--- src/source/dma_pkg.sv ---
//------------------------------------------------------------
// DMA package
// Widths, APB register map, AHB-Lite codes, bus structs and
// engine states for the two-channel DMA controller
//------------------------------------------------------------
package dma_pkg;

    //------------------------------------------------------------
    // Sizes
    localparam int CH_NUM     = 2;
    localparam int CH_IDX_W   = $clog2(CH_NUM);
    localparam int ADDR_W     = 32;
    localparam int DATA_W     = 32;
    localparam int CFG_ADDR_W = 13;              // APB address width
    localparam int LEN_W      = 16;              // Word count width

    //------------------------------------------------------------
    // Register map, one 16-byte window per channel
    localparam int CH_STRIDE = 'h10;
    localparam int REG_OFS_W = $clog2(CH_STRIDE);
    localparam logic [REG_OFS_W-1:0] REG_CTRL = 'h0;
    localparam logic [REG_OFS_W-1:0] REG_SRC  = 'h4;
    localparam logic [REG_OFS_W-1:0] REG_DST  = 'h8;
    localparam logic [REG_OFS_W-1:0] REG_LEN  = 'hC;
    localparam int CTRL_EN_BIT  = 0;
    localparam int CTRL_ERR_BIT = 1;             // Sticky, cleared by a CTRL write

    // AHB-Lite codes
    localparam logic [1:0] HTRANS_IDLE   = 2'b00;
    localparam logic [1:0] HTRANS_NONSEQ = 2'b10;
    localparam logic [2:0] HSIZE_WORD    = 3'b010;

    typedef logic [ADDR_W-1:0]     addr_t;
    typedef logic [DATA_W-1:0]     data_t;
    typedef logic [CFG_ADDR_W-1:0] cfg_addr_t;
    typedef logic [LEN_W-1:0]      len_t;
    typedef logic [CH_NUM-1:0]     ch_vec_t;
    typedef logic [CH_IDX_W-1:0]   ch_idx_t;

    typedef struct packed {
        addr_t src;
        addr_t dst;
        len_t  len;
    } ch_cfg_t;

    typedef struct packed {
        addr_t      haddr;
        logic [1:0] htrans;
        logic       hwrite;
        logic [2:0] hsize;
        data_t      hwdata;
    } ahb_req_t;

    typedef struct packed {
        data_t hrdata;
        logic  hready;
        logic  hresp;
    } ahb_rsp_t;

    typedef enum logic [2:0] {IDLE, RD_ADDR, RD_DATA, WR_ADDR, WR_DATA} eng_state_e;

endpackage

--- src/source/dma_ahb_engine.sv ---
//------------------------------------------------------------
// DMA AHB-Lite engine
// Fixed-priority arbitration between channels and a word
// copy FSM. Each word is a single read then a single write,
// one transfer on the bus at a time
//------------------------------------------------------------
`timescale 1ns/1ps

module dma_ahb_engine (
    input  logic                                   HCLK,
    input  logic                                   rst_n,
    input  dma_pkg::ch_vec_t                       pending,
    input  dma_pkg::ch_cfg_t [dma_pkg::CH_NUM-1:0] cfg,
    input  dma_pkg::ahb_rsp_t                      ahb_rsp,
    output dma_pkg::ch_vec_t                       grant,
    output dma_pkg::ahb_req_t                      ahb_req,
    output dma_pkg::ch_vec_t                       ch_done,
    output dma_pkg::ch_vec_t                       ch_fail
);

    dma_pkg::eng_state_e state_q;
    dma_pkg::ch_idx_t    sel_ch;
    dma_pkg::ch_idx_t    cur_ch;
    dma_pkg::addr_t      src_q;
    dma_pkg::addr_t      dst_q;
    dma_pkg::len_t       cnt_q;
    dma_pkg::data_t      data_q;
    logic                start;
    logic                rd_ok;
    logic                wr_ok;
    logic                last;
    logic                is_wr;

    //------------------------------------------------------------
    // Arbitration, lowest pending channel wins
    always_comb begin
        sel_ch = '0;
        for (int i = dma_pkg::CH_NUM - 1; i >= 0; i--) begin
            if (pending[i]) begin
                sel_ch = dma_pkg::ch_idx_t'(i);
            end
        end
    end

    assign start = (state_q == dma_pkg::IDLE) && (|pending);
    assign grant = start ? (dma_pkg::ch_vec_t'(1) << sel_ch) : '0;

    // Data phase ends
    assign rd_ok = (state_q == dma_pkg::RD_DATA) && ahb_rsp.hready && !ahb_rsp.hresp;
    assign wr_ok = (state_q == dma_pkg::WR_DATA) && ahb_rsp.hready && !ahb_rsp.hresp;
    assign last  = (cnt_q == dma_pkg::len_t'(1));

    //------------------------------------------------------------
    // Copy FSM
    always_ff @(posedge HCLK or negedge rst_n) begin
        if (!rst_n) begin
            state_q <= dma_pkg::IDLE;
            cur_ch  <= '0;
            cnt_q   <= '0;
            ch_done <= '0;
            ch_fail <= '0;
        end else begin
            ch_done <= '0;                       // Single-cycle pulses
            ch_fail <= '0;
            case (state_q)
                dma_pkg::IDLE: begin
                    if (start) begin
                        cur_ch <= sel_ch;
                        cnt_q  <= cfg[sel_ch].len;
                        if (cfg[sel_ch].len == '0) begin
                            ch_done[sel_ch] <= 1'b1;   // Nothing to move
                        end else begin
                            state_q <= dma_pkg::RD_ADDR;
                        end
                    end
                end
                dma_pkg::RD_ADDR: begin
                    if (ahb_rsp.hready) begin
                        state_q <= dma_pkg::RD_DATA;
                    end
                end
                dma_pkg::RD_DATA: begin
                    if (ahb_rsp.hready) begin
                        if (ahb_rsp.hresp) begin
                            ch_fail[cur_ch] <= 1'b1;
                            state_q         <= dma_pkg::IDLE;
                        end else begin
                            state_q <= dma_pkg::WR_ADDR;
                        end
                    end
                end
                dma_pkg::WR_ADDR: begin
                    if (ahb_rsp.hready) begin
                        state_q <= dma_pkg::WR_DATA;
                    end
                end
                dma_pkg::WR_DATA: begin
                    if (ahb_rsp.hready && ahb_rsp.hresp) begin
                        ch_fail[cur_ch] <= 1'b1;
                        state_q         <= dma_pkg::IDLE;
                    end else if (wr_ok && last) begin
                        ch_done[cur_ch] <= 1'b1;
                        state_q         <= dma_pkg::IDLE;
                    end else if (wr_ok) begin
                        cnt_q   <= cnt_q - dma_pkg::len_t'(1);
                        state_q <= dma_pkg::RD_ADDR;
                    end
                end
                default: state_q <= dma_pkg::IDLE;
            endcase
        end
    end

    // Addresses and the word in flight
    always_ff @(posedge HCLK) begin
        if (start) begin
            src_q <= cfg[sel_ch].src;
            dst_q <= cfg[sel_ch].dst;
        end else if (wr_ok && !last) begin
            src_q <= src_q + dma_pkg::addr_t'(dma_pkg::DATA_W / 8);
            dst_q <= dst_q + dma_pkg::addr_t'(dma_pkg::DATA_W / 8);
        end
        if (rd_ok) begin
            data_q <= ahb_rsp.hrdata;
        end
    end

    //------------------------------------------------------------
    // AHB-Lite master outputs
    assign is_wr = (state_q == dma_pkg::WR_ADDR) || (state_q == dma_pkg::WR_DATA);

    always_comb begin
        ahb_req.haddr  = is_wr ? dst_q : src_q;
        ahb_req.hwrite = is_wr;
        ahb_req.hsize  = dma_pkg::HSIZE_WORD;
        ahb_req.hwdata = data_q;                 // Stable through the write data phase
        if (state_q == dma_pkg::RD_ADDR || state_q == dma_pkg::WR_ADDR) begin
            ahb_req.htrans = dma_pkg::HTRANS_NONSEQ;
        end else begin
            ahb_req.htrans = dma_pkg::HTRANS_IDLE;
        end
    end

    a_htrans_legal: assert property (@(posedge HCLK) disable iff (!rst_n)
        ahb_req.htrans == dma_pkg::HTRANS_IDLE || ahb_req.htrans == dma_pkg::HTRANS_NONSEQ);

    // A stalled address phase holds the transfer
    a_addr_hold: assert property (@(posedge HCLK) disable iff (!rst_n)
        (ahb_req.htrans == dma_pkg::HTRANS_NONSEQ && !ahb_rsp.hready)
        |=> (ahb_req.htrans == dma_pkg::HTRANS_NONSEQ && $stable(ahb_req.haddr)
             && $stable(ahb_req.hwrite)));

endmodule

--- src/source/dma_apb_regs.sv ---
//------------------------------------------------------------
// DMA APB register file
// Per-channel source, destination, word count, enable and
// sticky error. Zero wait states, pslverr outside the map
//------------------------------------------------------------
`timescale 1ns/1ps

module dma_apb_regs (
    input  logic                                   HCLK,
    input  logic                                   rst_n,
    input  logic                                   pclken,
    input  logic                                   psel,
    input  logic                                   penable,
    input  logic                                   pwrite,
    input  dma_pkg::cfg_addr_t                     paddr,
    input  dma_pkg::data_t                         pwdata,
    input  dma_pkg::ch_vec_t                       ch_done,
    input  dma_pkg::ch_vec_t                       ch_fail,
    output dma_pkg::data_t                         prdata,
    output logic                                   pready,
    output logic                                   pslverr,
    output dma_pkg::ch_cfg_t [dma_pkg::CH_NUM-1:0] cfg,
    output dma_pkg::ch_vec_t                       ch_en,
    output logic                                   dma_err
);

    logic                                                  access;
    logic                                                  wr_en;
    logic [dma_pkg::CFG_ADDR_W-dma_pkg::REG_OFS_W-1:0]     win;
    logic [dma_pkg::REG_OFS_W-1:0]                         ofs;
    dma_pkg::ch_vec_t                                      hit;
    dma_pkg::ch_idx_t                                      rd_ch;
    dma_pkg::ch_vec_t                                      err_q;

    assign access = psel & penable & pclken;
    assign wr_en  = access & pwrite;
    assign win    = paddr[dma_pkg::CFG_ADDR_W-1:dma_pkg::REG_OFS_W];
    assign ofs    = paddr[dma_pkg::REG_OFS_W-1:0];
    assign rd_ch  = win[dma_pkg::CH_IDX_W-1:0];

    // Channel window decode
    always_comb begin
        for (int i = 0; i < dma_pkg::CH_NUM; i++) begin
            hit[i] = (win == (dma_pkg::CFG_ADDR_W - dma_pkg::REG_OFS_W)'(i));
        end
    end

    assign pready  = 1'b1;                       // Never stalls
    assign pslverr = access & ~(|hit);
    assign dma_err = |err_q;

    //------------------------------------------------------------
    // Read mux
    always_comb begin
        prdata = '0;
        if (|hit) begin
            case (ofs)
                dma_pkg::REG_CTRL: begin
                    prdata[dma_pkg::CTRL_EN_BIT]  = ch_en[rd_ch];
                    prdata[dma_pkg::CTRL_ERR_BIT] = err_q[rd_ch];
                end
                dma_pkg::REG_SRC: prdata = cfg[rd_ch].src;
                dma_pkg::REG_DST: prdata = cfg[rd_ch].dst;
                dma_pkg::REG_LEN: prdata = dma_pkg::data_t'(cfg[rd_ch].len);
                default:          prdata = '0;   // Unaligned offsets read zero
            endcase
        end
    end

    //------------------------------------------------------------
    // Register writes, engine events override software
    always_ff @(posedge HCLK or negedge rst_n) begin
        if (!rst_n) begin
            cfg   <= '0;
            ch_en <= '0;
            err_q <= '0;
        end else begin
            for (int i = 0; i < dma_pkg::CH_NUM; i++) begin
                if (wr_en && hit[i]) begin
                    case (ofs)
                        dma_pkg::REG_CTRL: begin
                            ch_en[i] <= pwdata[dma_pkg::CTRL_EN_BIT];
                            err_q[i] <= 1'b0;
                        end
                        dma_pkg::REG_SRC: cfg[i].src <= pwdata;
                        dma_pkg::REG_DST: cfg[i].dst <= pwdata;
                        dma_pkg::REG_LEN: cfg[i].len <= pwdata[dma_pkg::LEN_W-1:0];
                        default: ;
                    endcase
                end
                if (ch_done[i] || ch_fail[i]) begin
                    ch_en[i] <= 1'b0;            // Channel disables itself
                end
                if (ch_fail[i]) begin
                    err_q[i] <= 1'b1;
                end
            end
        end
    end

    // A copy ends either well or badly, never both
    a_done_xor_fail: assert property (@(posedge HCLK) disable iff (!rst_n)
        (ch_done & ch_fail) == '0);

endmodule

--- src/source/dma_req_capture.sv ---
//------------------------------------------------------------
// DMA request capture
// Turns rising edges on the request lines of enabled
// channels into pending flags, cleared by the engine grant
//------------------------------------------------------------
`timescale 1ns/1ps

module dma_req_capture (
    input  logic             HCLK,
    input  logic             rst_n,
    input  dma_pkg::ch_vec_t dma_req,
    input  dma_pkg::ch_vec_t ch_en,
    input  dma_pkg::ch_vec_t grant,
    output dma_pkg::ch_vec_t pending
);

    dma_pkg::ch_vec_t req_q;
    dma_pkg::ch_vec_t req_rise;

    // Only an enabled channel takes a new edge
    assign req_rise = dma_req & ~req_q & ch_en;

    always_ff @(posedge HCLK or negedge rst_n) begin
        if (!rst_n) begin
            req_q <= '0;
        end else begin
            req_q <= dma_req;                    // Previous level
        end
    end

    //------------------------------------------------------------
    // Pending flags
    // A granted or disabled channel drops its flag
    // A fresh edge in the same cycle still wins
    always_ff @(posedge HCLK or negedge rst_n) begin
        if (!rst_n) begin
            pending <= '0;
        end else begin
            pending <= (pending & ~grant & ch_en) | req_rise;
        end
    end

    // Engine picks only from channels flagged here
    a_grant_pending: assert property (@(posedge HCLK) disable iff (!rst_n)
        (grant & ~pending) == '0);

endmodule

--- src/source/dma_top.sv ---
//------------------------------------------------------------
// Two-channel DMA controller
// APB configuration, per-channel request lines and a single
// shared AHB-Lite master port
//------------------------------------------------------------
`timescale 1ns/1ps

module dma_top (
    input  logic               HCLK,
    input  logic               rst_n,
    // APB configuration port
    input  logic               pclken,
    input  logic               psel,
    input  logic               penable,
    input  logic               pwrite,
    input  dma_pkg::cfg_addr_t paddr,
    input  dma_pkg::data_t     pwdata,
    output dma_pkg::data_t     prdata,
    output logic               pready,
    output logic               pslverr,
    // AHB-Lite master
    output dma_pkg::ahb_req_t  ahb_req,
    input  dma_pkg::ahb_rsp_t  ahb_rsp,
    // Requests and status
    input  dma_pkg::ch_vec_t   dma_req,
    output dma_pkg::ch_vec_t   dma_done,             // Equals engine ch_done
    output logic               dma_err
);

    dma_pkg::ch_cfg_t [dma_pkg::CH_NUM-1:0] cfg;
    dma_pkg::ch_vec_t                       ch_en;
    dma_pkg::ch_vec_t                       ch_fail;
    dma_pkg::ch_vec_t                       pending;
    dma_pkg::ch_vec_t                       grant;

    //------------------------------------------------------------
    // Register file
    dma_apb_regs u_regs (
        .HCLK    (HCLK),
        .rst_n   (rst_n),
        .pclken  (pclken),
        .psel    (psel),
        .penable (penable),
        .pwrite  (pwrite),
        .paddr   (paddr),
        .pwdata  (pwdata),
        .ch_done (dma_done),
        .ch_fail (ch_fail),
        .prdata  (prdata),
        .pready  (pready),
        .pslverr (pslverr),
        .cfg     (cfg),
        .ch_en   (ch_en),
        .dma_err (dma_err)
    );

    // Request edges to pending flags
    dma_req_capture u_req_cap (
        .HCLK    (HCLK),
        .rst_n   (rst_n),
        .dma_req (dma_req),
        .ch_en   (ch_en),
        .grant   (grant),
        .pending (pending)
    );

    //------------------------------------------------------------
    // Copy engine on the shared bus
    dma_ahb_engine u_engine (
        .HCLK    (HCLK),
        .rst_n   (rst_n),
        .pending (pending),
        .cfg     (cfg),
        .ahb_rsp (ahb_rsp),
        .grant   (grant),
        .ahb_req (ahb_req),
        .ch_done (dma_done),
        .ch_fail (ch_fail)
    );

endmodule

--- config.mk ---
export PLATFORM = sky130hd
export DESIGN_NAME = dma_top
export DESIGN_NICKNAME = d
export VERILOG_FILES = /design/src/source/dma_pkg.sv /design/src/source/dma_ahb_engine.sv /design/src/source/dma_apb_regs.sv /design/src/source/dma_req_capture.sv /design/src/source/dma_top.sv
export SDC_FILE = /design/constraint.sdc
export NUM_CORES = 1
export LEC_CHECK = 0
export ABC_AREA = 1
export ABC_CLOCK_PERIOD_IN_PS = 2900
export BUFFER_PORTS_ARGS = -buffer_cell sky130_fd_sc_hd__buf_2
export CAP_MARGIN = 20
export CORE_UTILIZATION = 25
export CTS_CLUSTER_DIAMETER = 100
export DETAILED_ROUTE_END_ITERATION = 6
export PLACE_DENSITY = 0.42
export SETUP_SLACK_MARGIN = 0.3
export SLEW_MARGIN = 25
export SYNTH_ARGS = -nofsm -noshare
export SYNTH_HDL_FRONTEND = slang
export SYNTH_SLANG_ARGS = --single-unit
--- constraint.sdc ---
create_clock -name HCLK -period 2.9 [get_ports HCLK]
set_clock_uncertainty 0.15 [all_clocks]
set_input_delay 0.58 -clock HCLK [delete_from_list [all_inputs] [get_ports HCLK]]
set_output_delay 0.58 -clock HCLK [all_outputs]
set_load 0.01 [all_outputs]
==> results of run 1 <==
## critical path, delay by kind of cell (launching register included)
kind,cells,cell delay [ns]
AOI/OAI and AO/OA,1,0.14
buffers and inverters,4,0.54
DFF,1,0.44
muxes,1,0.34
and+or+nand+nor,1,0.06
## kinds of logic after synthesis
family                     count (synthesis)
and+or+nand+nor                          786
buffers and inverters                    517
AOI/OAI and AO/OA                        469
DFF                                      288
xor gates and xnor gates                  24
adders and majority gates                  4
muxes                                      3
other                                      2
## power by group through the flow
stage               Combinational, mW  Sequential [mW]  Clock, mW
floorplan                        1.45             4.91          0
global placement                 2.51             4.98          0
detailed placement               2.52             4.98          0
CTS                              3.05             4.93       4.82
global route                     3.94             4.99       4.96
finish                           3.63             4.95       4.69
## sequential cells by signal, summed over array words and instances (netlist names), 3 cells and up
register	flops
u_engine.src_q	32
u_engine.cnt_q	16
u_engine.dst_q	32
u_engine.state_q	3
u_regs.cfg	160
u_engine.data_q	32
## what timing repair did
action / CTS / global route
cloned: 6 / 17
hold buffers: 3 / 0
gates resized for setup: 130 / 211
setup endpoints to repair: 49 / 150
pin swaps: 6 / 48
buffers inserted: 8 / 25
hold endpoints to repair: 30 / 0
## worst min path at each step
stage | startpoint | end | depth (start not counted)
floorplan | rst_n | u_engine.ch_done[0] | 0
global placement | u_engine.cur_ch | u_engine.ch_fail[0] | 1
detailed placement | u_engine.cur_ch | u_engine.ch_fail[0] | 1
CTS | ahb_rsp[3] | u_engine.data_q[1] | 1
global route | ahb_rsp[14] | u_engine.data_q[12] | 1
finish | ahb_rsp[14] | u_engine.data_q[12] | 1
## cell type report
| cell class | count | area [um2] |
|---|---|---|
| fillers | 6757 | 41420 |
| flip-flops and latches | 288 | 7691 |
| multi-input cells | 1292 | 7362 |
| repair buffers | 296 | 2691 |
| inverters | 422 | 1625 |
| clock buffers | 52 | 1065 |
| well taps | 846 | 1059 |
| clock inverters | 18 | 165.2 |
## stage by stage
step / cells / utilization, %
CTS: 3172 / 31.89
detailed placement: 3085 / 28.83
global route: 3214 / 34.33
finish: 3214 / 34.33
floorplan: 2096 / -
global placement: 3085 / 28.83
## metal layers
| layer | GRT usage (%) | vias to the layer above | wire length (um) |
|---|---|---|---|
| met4 | 4.825 | 2 | 1463 |
| met3 | 2.378 | 76 | 3121 |
| met5 | 0 | - | 12 |
| met1 | 24.94 | 7098 | 28570 |
| li1 | - | 7186 | - |
| met2 | 28.39 | 377 | 27970 |
## cell usage in the layout, fill, tap and decap left out, types with 8 or more instances in the layout
master	netlist	final
a21oi_1	55	26
a21oi_2	0	27
a22oi_1	43	32
a22oi_2	0	11
buf_12	0	27
buf_16	0	8
buf_2	33	161
buf_4	7	44
buf_6	3	40
clkbuf_1	46	9
clkbuf_16	0	51
clkinv_2	0	10
dfrtp_1	192	189
edfxtp_1	96	96
inv_1	416	411
nand2_1	555	509
nand2_2	6	17
nand2_4	1	34
nand3_1	58	55
nand4_1	20	20
nor2_1	88	86
nor2_2	11	12
nor3_1	20	20
o211ai_1	10	10
o21ai_0	227	189
o21ai_1	65	71
o21ai_2	3	18
o21ai_4	0	17
o221ai_1	20	17
o22ai_1	36	15
o22ai_2	0	16
xnor2_1	10	10
xor2_1	14	14
==> metrics.cfg, run 1 <==
[timing]
setup_slack_ns = 0.08590
fin_crit_sh_pct = 97.04
rsz0062_at_grt = yes
hold_slack_ns = 0.04591
fmax_ghz = 0.3554
drv_slew = 0
setup_viol_count_final = 0
worst_pin_slew_ns = 0.7030
min_period_ns = 2.814
tns_ns = 0
hold_viol_final = 0
max_slew_margin_pct = 52.70

[place]
hpwl_um = 40480
post-place-ws_ns = 0.09295
numPortBuffers = 188
routabilityCongestion = 0.8481
dpl-instance-area_um2 = 18190

[synthesis]
yosys.area_share.xor_xnor_pct = 1.316
synth_common_cells = nand2_1 (555), inv_1 (416), o21ai_0 (227)
synth_area_leaders = dfrtp_1 (30%), edfxtp_1 (18%), nand2_1 (13%)
synth-edff-count = 96
avgSynthCellArea_um2 = 7.633
syn_inst = 2093
yosys.area.top_type_share_pct = 30.07
yosysSeqAreaShare_pct = 48.12
synth_seq_cells = 288
synth_warnings = 0
yosysTopAreaCell = dfrtp_1
synth_top_family_by_area = simple AND/OR/NAND/NOR gates
async_flop_share_pct = 66.67
synthSimpleGateAreaFrac_pct = 20.75
muxShareOfSynthArea_pct = 0.2114
synth_compound_area_share_pct = 16.45
synth_most_common_cell = nand2_1
ys.flop_type = dfrtp_1
ys_types = 44
synth-adder-area-share_pct = 0.3133
synth_area_um2 = 15980

[clock_tree]
cts-htree-levels = 2
cts_tree = built
clk_pin_slew_ns = 0.06
cts_sinks = 288
cts_buffers = 38
cts_buffer_depth = 3
root_buffer = clkbuf_16
clk_latency_ns = 0.56

[setup_path]
startpoint = u_engine.state_q[2]
r2r-end = u_engine.dst_q[20]
reg2reg_slack_ns = 0.23
reg2regPathDepth = 17
arrival_ns = 2.08
criticalPathCategory = flip-flop to primary output
cp_slowest_cell = dfrtp_2
worst_setup_path_start_kind = flip-flop
crit_fanout = 8
cp-endpoint = ahb_req[38]
crit_required_ns = 2.17
critical_path.cell_chain = inv_2 -> nand2_4 -> o21ai_4 -> buf_12 -> buf_16 -> mux2_4 -> buf_6
max_stage_delay_ns = 0.44
end_kind = primary output
rr_startpoint = u_engine.state_q[0]

[detailed_routing]
drt-initial-drc-count = 1166
drcViolationCount = 0
ant_nets = 0
wirelength_um = 61140
viasPerCell = 4.586
wl_per_cell_um = 19.02
vias = 14740
firstDrtPassIters = 5

[final_layout]
areaGrowthSynthToFinish_pct = 35.56
layout.nets = 2429
insertedDiodeCount = 0
drive_gt1_share_pct = 23.82
final_cell_area_um2 = 21660

[outcome]
status = finished clean

[job]
drv_cap = 0

[floorplan]
die_h_um = 254.8
die_x_um = 254.8
die_area_um2 = 64920
start_util_pct = 25.33
row_count = 92
ioPinCount = 194
core_um2 = 63080

[power_and_ir_drop]
leakagePower_nw = 9.642
p_per_area_nw_per_um2 = 612.8
finalPower_mw = 13.27
p_sw_mw = 4.346
ir_worst_vdd_mv = 0.3752
pwr-share-comb_pct = 27.4
p_int_mw = 8.927
seqPwrFrac_pct = 37.3
pwr-share-clk_pct = 35.3
swShare_pct = 32.74

[grt]
grt_overflow = 0
grt_pass1_wl_um = 86610
antenna_found_initial = 1
grt_max_degree = 65
grt_usage_pct = 17.74
grt_pass1_vias = 13980

[worst_hold_path]
min_path_type = input port to flip-flop

No activity file was read; power rests on OpenSTA's default activity.
==> run 2, diff against run 1 <==
- CORE_MARGIN: not set -> 2
==> run 2 against run 1 <==
Die area up 1.6%. Flip-flop and latch count unchanged. Via count shrank 0.99%. Wire length fell by 2.5%. Combinational power fell by 5%. Global-route usage is 0.37 points lower. Non-clock buffer count down 9. Critical path depth unchanged. Register-to-register slack improved by 0.12 ns. First-iteration DRC count up 0.94%. Critical endpoint is now ahb_req[39].
==> metrics.cfg, run 2 (synthesis results as in run 1) <==
[final_layout]
seq_area_um2 = 7690  ; about the same
layout.nets = 2422  ; -0.29%
drive_gt1_share_pct = 21.92  ; -1.9 points
areaGrowthSynthToFinish_pct = 32.59
final_cell_mix = nand2_1 (522), inv_1 (412), o21ai_0 (196), dfrtp_1 (190), buf_2 (162)
final_common_cell = nand2_1
regMostFlops = u_regs.cfg
multi_input_area_um2 = 7127  ; -3.2%
layout.cells.non_filler = 3208  ; -0.19%
fin_util_pct = 33.58  ; -0.75 points
largest_register_ffs = 160  ; unchanged
n_fill_cell = 6683  ; -1.1%

[setup_path]
startpoint = u_engine.state_q[0]
crit_path_frequent_cell = buf_12
criticalPathCategory = flip-flop to primary output
max_stage_delay_ns = 0.44  ; about the same
critical_path.cell_chain = nor2_4 -> nand2_4 -> o21ai_4 -> buf_12 -> buf_12 -> mux2_4 -> buf_6
crit_required_ns = 2.17  ; about the same
crit_fanout = 8  ; unchanged
rr_startpoint = u_engine.state_q[0]
reg2reg_slack_ns = 0.35  ; +0.12 ns
end_kind = primary output
cp_slowest_cell = dfrtp_2
worst_setup_path_start_kind = flip-flop
reg2regPathDepth = 12  ; -5
arrival_ns = 2.05  ; -0.03 ns
r2r-end = u_engine.dst_q[21]

[detailed_routing]
viasPerCell = 4.549  ; -0.81%
drt-initial-drc-count = 1177  ; +0.94%
ant_nets = 0  ; unchanged
vias = 14590  ; -0.99%
wirelength_um = 59580  ; -2.5%
drcViolationCount = 0  ; unchanged
wl_per_cell_um = 18.57  ; -2.4%
firstDrtPassIters = 5  ; unchanged

[floorplan]
die_area_um2 = 65940  ; +1.6%
ioPinCount = 194  ; unchanged
die_x_um = 256.8  ; +0.78%
die_h_um = 256.8  ; +0.78%
start_util_pct = 25.33  ; unchanged
core_um2 = 63080  ; unchanged
row_count = 92  ; unchanged

[clock_tree]
cts-htree-levels = 2  ; unchanged
cts_buffers = 37  ; -2.6%
clk_latency_ns = 0.56  ; about the same
cts_tree = built
clk_pin_slew_ns = 0.06  ; about the same
cts_buffer_depth = 3  ; unchanged
root_buffer = clkbuf_16
cts_sinks = 288  ; unchanged

[worst_hold_path]
min_to = u_engine.data_q[9]
holdPathStages = 1  ; unchanged
min_from = ahb_rsp[11]
min_path_type = input port to flip-flop

[timing]
hold_viol_final = 0  ; unchanged
worst_pin_slew_ns = 0.7441  ; +0.04109 ns
fin_crit_sh_pct = 95.75  ; -1.3 points
max_slew_margin_pct = 49.94  ; -2.8 points
rsz0062_at_grt = yes
min_period_ns = 2.777  ; -0.03726 ns
drv_slew = 0  ; unchanged
fmax_ghz = 0.3601  ; +1.3%
tns_ns = 0  ; unchanged
setup_viol_count_final = 0  ; unchanged
hold_slack_ns = 0.04385  ; -0.002067 ns

[grt]
grt_overflow = 0  ; unchanged
grt_pass1_wl_um = 88010  ; +1.6%
grt_max_degree = 67  ; +3.1%
grt_pass1_vias = 14210  ; +1.7%
grt_usage_pct = 17.37  ; -0.37 points
antenna_found_initial = 6  ; +5

[place]
hpwl_um = 40620  ; +0.33%
numPortBuffers = 188  ; unchanged
routabilityCongestion = 0.8449  ; -0.38%
placed_cells = 3086  ; +0.032%

[power_and_ir_drop]
swShare_pct = 32.94  ; +0.20 points
pwr-share-comb_pct = 26.8  ; -0.6 points
p_sw_mw = 4.236  ; -2.5%
seqPwrFrac_pct = 38.4  ; +1.1 points
leakagePower_nw = 9.451  ; -2.0%
pwr-share-clk_pct = 34.8  ; -0.5 points
ir_worst_vdd_mv = 0.3247  ; -13%
p_per_area_nw_per_um2 = 607.0  ; -0.96%
p_int_mw = 8.622  ; -3.4%

[job]
drv_cap = 0  ; unchanged

[outcome]
status = finished clean

## run 2: repair_timing
| item | CTS | global route |
|---|---|---|
| buffers inserted | 12 | 18 |
| gates cloned | 8 | 11 |
| pin swaps | 13 | 41 |
| endpoints found under the hold margin | 54 | 0 |
| hold buffers | 3 | 0 |
| endpoints found under the setup margin | 65 | 144 |
| gates resized for setup | 139 | 144 |
## run 2: per-stage QoR
stage / area (um2) / power [mW] / setup WS (ns)
floorplan: 15990 / 6.360 / 0.4884
global placement: 18130 / 7.489 / -0.004614
detailed placement: 18130 / 7.497 / -0.02010
CTS: 20110 / 12.61 / 0.07699
global route: 21180 / 13.48 / 0.05641
finish: 21180 / 12.86 / 0.1232
## run 2: area by class of cell
| cell class | instances | share of cell area (%) |
|---|---|---|
| sequential | 288 | 36.30 |
| multi-input combinational | 1293 | 33.64 |
| timing repair buffer | 287 | 11.76 |
| inverter | 422 | 7.666 |
| tap | 846 | 4.997 |
| clock buffer | 48 | 4.855 |
| clock inverter | 19 | 0.5729 |
| timing repair inverter | 2 | 0.1713 |
| antenna | 3 | 0.03544 |
## run 2: critical path: cells and delay by family (launching register included)
kind | cells | cell delay (ns)
flip-flops | 1 | 0.44
AO/OA/AOI/OAI | 1 | 0.07
buffers and inverters | 3 | 0.43
AND/OR/NAND/NOR | 2 | 0.21
multiplexers | 1 | 0.33
## run 2: layer usage
layer	share of wire, %	routed length, um	vias to the layer above	global-route usage [%]
met4	2.1	1225	4	4.700
li1	-	-	7189	-
met5	0.050	30	-	0
met1	46	27400	6970	23.86
met3	4.7	2788	72	2.422
met2	47	28130	358	28.54
## run 2: worst max-delay path by stage
| stage | endpoint | slack [ns] | cells past startpoint |
|---|---|---|---|
| final | ahb_req[39] | 0.12 | 7 |
| after global routing | ahb_req[39] | 0.06 | 7 |
| after CTS | ahb_req[56] | 0.08 | 7 |
| after detailed placement | prdata[7] | -0.02 | 8 |
| after global placement | prdata[7] | -0.005 | 8 |
| after floorplan | prdata[10] | 0.49 | 7 |
## run 2: power by group through the flow
stage	combinational [mW]	clock, mW	sequential [mW]
2_1_floorplan	1.45	0	4.91
3_3_place_gp	2.50	0	4.99
3_5_place_dp	2.51	0	4.99
4_1_cts	3.09	4.60	4.92
5_1_grt	3.75	4.75	4.98
6_report	3.44	4.47	4.94
==> run 3, diff against run 2 <==
- GPL_TIMING_DRIVEN: not set -> 0
==> run 3 against run 2 <==
Sequential power barely moved. Via count rose by 4.3%. Final area rose by 0.28%. Register-to-register slack improved by 0.06 ns. Largest power group unchanged.
==> metrics.cfg, run 3 (synthesis results as in run 1) <==
[setup_path]
crit_buf_inv = 5  ; +2
cp_slowest_cell = a21oi_4
criticalPathCategory = input port to primary output
max_stage_delay_ns = 0.22  ; -0.22 ns
crit_family = buffers and inverters
arrival_ns = 2.06  ; about the same
reg2reg_slack_ns = 0.41  ; +0.06 ns
crit_required_ns = 2.17  ; about the same
worst_setup_path_start_kind = input port
crit_fanout = 6  ; -2
critical_path.cell_chain = buf_6 -> nor2_4 -> buf_12 -> nand3_4 -> buf_8 -> clkbuf_16 -> a21oi_4 -> a21oi_2 -> a21oi_4 -> buf_6
end_kind = primary output

[clock_tree]
cts_sinks = 288  ; unchanged
cts_buffer_depth = 3  ; unchanged
root_buffer = clkbuf_16
cts-htree-levels = 2  ; unchanged
clk_latency_ns = 0.57  ; about the same
clk_pin_slew_ns = 0.06  ; about the same
cts_buffers = 37  ; unchanged
cts_tree = built

[place]
routabilityCongestion = 0.8629  ; +2.1%
placed_cells = 3132  ; +1.5%
dpl-instance-area_um2 = 18080  ; -0.28%
numPortBuffers = 187  ; -0.53%
hpwl_um = 47620  ; +17%

[grt]
grt_pass1_wl_um = 96200  ; +9.3%
antenna_found_initial = 3  ; -3
grt_pass1_vias = 14940  ; +5.1%
grt_overflow = 0  ; unchanged
grt_usage_pct = 19.50  ; +2.1 points
grt_max_degree = 70  ; +4.5%

[timing]
setup_viol_count_final = 0  ; unchanged
fin_crit_sh_pct = 96.22  ; +0.47 points
rsz0062_at_grt = yes
min_period_ns = 2.791  ; +0.01367 ns
drv_slew = 0  ; unchanged
hold_viol_final = 0  ; unchanged
max_slew_margin_pct = 44.43  ; -5.5 points
worst_pin_slew_ns = 0.8259  ; +0.08179 ns
fmax_ghz = 0.3584  ; -0.49%

[final_layout]
final_cell_area_um2 = 21240  ; +0.28%
layout.cells.non_filler = 3237  ; +0.90%
drive_gt1_share_pct = 22.27  ; +0.35 points
regMostFlops = u_regs.cfg
final_cell_mix = nand2_1 (529), inv_1 (413), o21ai_0 (196), dfrtp_1 (189), buf_2 (182)
fin_util_pct = 33.68  ; +0.093 points
areaGrowthSynthToFinish_pct = 32.96
largest_register_ffs = 160  ; unchanged
final_common_cell = nand2_1
layout.nets = 2452  ; +1.2%

[power_and_ir_drop]
seqPwrFrac_pct = 38.6  ; +0.2 points
leakagePower_nw = 9.316  ; -1.4%
pwr-share-clk_pct = 37.9  ; +3.1 points
ir_worst_vdd_mv = 0.3642  ; +12%
p_per_area_nw_per_um2 = 600.6  ; -1.1%
p_sw_mw = 4.160  ; -1.8%
pwr-share-comb_pct = 23.5  ; -3.3 points
swShare_pct = 32.61  ; -0.33 points
p_int_mw = 8.597  ; -0.29%

[floorplan]
die_x_um = 256.8  ; unchanged
die_area_um2 = 65940  ; unchanged
core_um2 = 63080  ; unchanged
start_util_pct = 25.33  ; unchanged
row_count = 92  ; unchanged
ioPinCount = 194  ; unchanged
die_h_um = 256.8  ; unchanged

[detailed_routing]
wirelength_um = 65870  ; +11%
wl_per_cell_um = 20.35  ; +9.6%
vias = 15220  ; +4.3%
viasPerCell = 4.702  ; +3.4%
drt-initial-drc-count = 1319  ; +12%
firstDrtPassIters = 5  ; unchanged
drcViolationCount = 0  ; unchanged
ant_nets = 0  ; unchanged

[job]
drv_cap = 0  ; unchanged

[worst_hold_path]
min_path_type = input port to flip-flop

[outcome]
status = finished clean

## run 3: routing by layer
layer  share of wire, %  routed length (um)  global-route usage, %  vias up
li1                   -                   -                      -     7239
met2                 46               30130                  31.05      481
met4                3.0                1983                  6.508        4
met3                7.0                4588                  4.043      103
met1                 44               29150                  26.28     7394
met5              0.030                  20                      0        -
## run 3: worst reg2reg max path, cell delays in order, from the launching register on
cell      delay, ns
dfrtp_2        0.44
nor2_4         0.13
buf_4          0.11
inv_1          0.06
nor2_4         0.18
o21ai_2        0.17
clkbuf_4       0.28
buf_2          0.27
nand2_1        0.21
o221ai_2       0.20
## run 3: what timing repair did
item / in CTS / in global routing
pin swaps: 21 / 33
setup buffers: 14 / 9
hold buffers: 3 / 0
endpoints found under the hold margin: 61 / 0
endpoints found under the setup margin: 65 / 155
gates cloned: 5 / 5
resized for setup: 233 / 138
## run 3: power by group through the flow
| stage | Combinational (mW) | Clock (mW) | Sequential, mW |
|---|---|---|---|
| after CTS | 2.79 | 4.95 | 4.92 |
| after detailed placement | 2.53 | 0 | 4.99 |
| after floorplan | 1.45 | 0 | 4.91 |
| after global routing | 3.28 | 5.11 | 4.97 |
| after global placement | 2.50 | 0 | 4.99 |
| final | 3.00 | 4.83 | 4.93 |
## run 3: path summary, 6_finish.rpt
kind / from / endpoint / cells past startpoint
worst max-delay path: paddr[1] / prdata[7] / 10
worst min-delay path: ahb_rsp[14] / u_engine.data_q[12] / 1
worst max register to register: u_engine.state_q[0] / u_engine.src_q[3] / 9
worst min register to register: u_engine.ch_fail[0] / u_regs.err_q[0] / 2
max in group asynchronous: rst_n / u_engine.state_q[0] / 3
min in group asynchronous: rst_n / u_req_cap.req_q[1] / 2
## run 3: stage by stage
stage | power, mW | TNS, ns | setup slack, ns | hold WS [ns]
6_report | 12.76 | 0 | 0.1095 | 0.05494
5_1_grt | 13.36 | 0 | 0.07642 | 0.02240
4_1_cts | 12.66 | 0 | 0.09962 | 0.01988
3_5_place_dp | 7.516 | -16.31 | -0.7573 | 0.3047
3_3_place_gp | 7.483 | -516.20 | -2.618 | 0.3133
2_1_floorplan | 6.360 | 0 | 0.4884 | 0.1344
## run 3: cell type report
type / instances / area, um2
antenna: 2 / 5.005
buffer: 95 / 743.2
clock buffer: 52 / 1042
clock inverter: 15 / 203.9
fill: 6759 / 41840
inverter: 422 / 1610
multi-input combinational: 1291 / 7181
sequential: 288 / 7691
tap: 846 / 1059
timing repair buffer: 226 / 1708
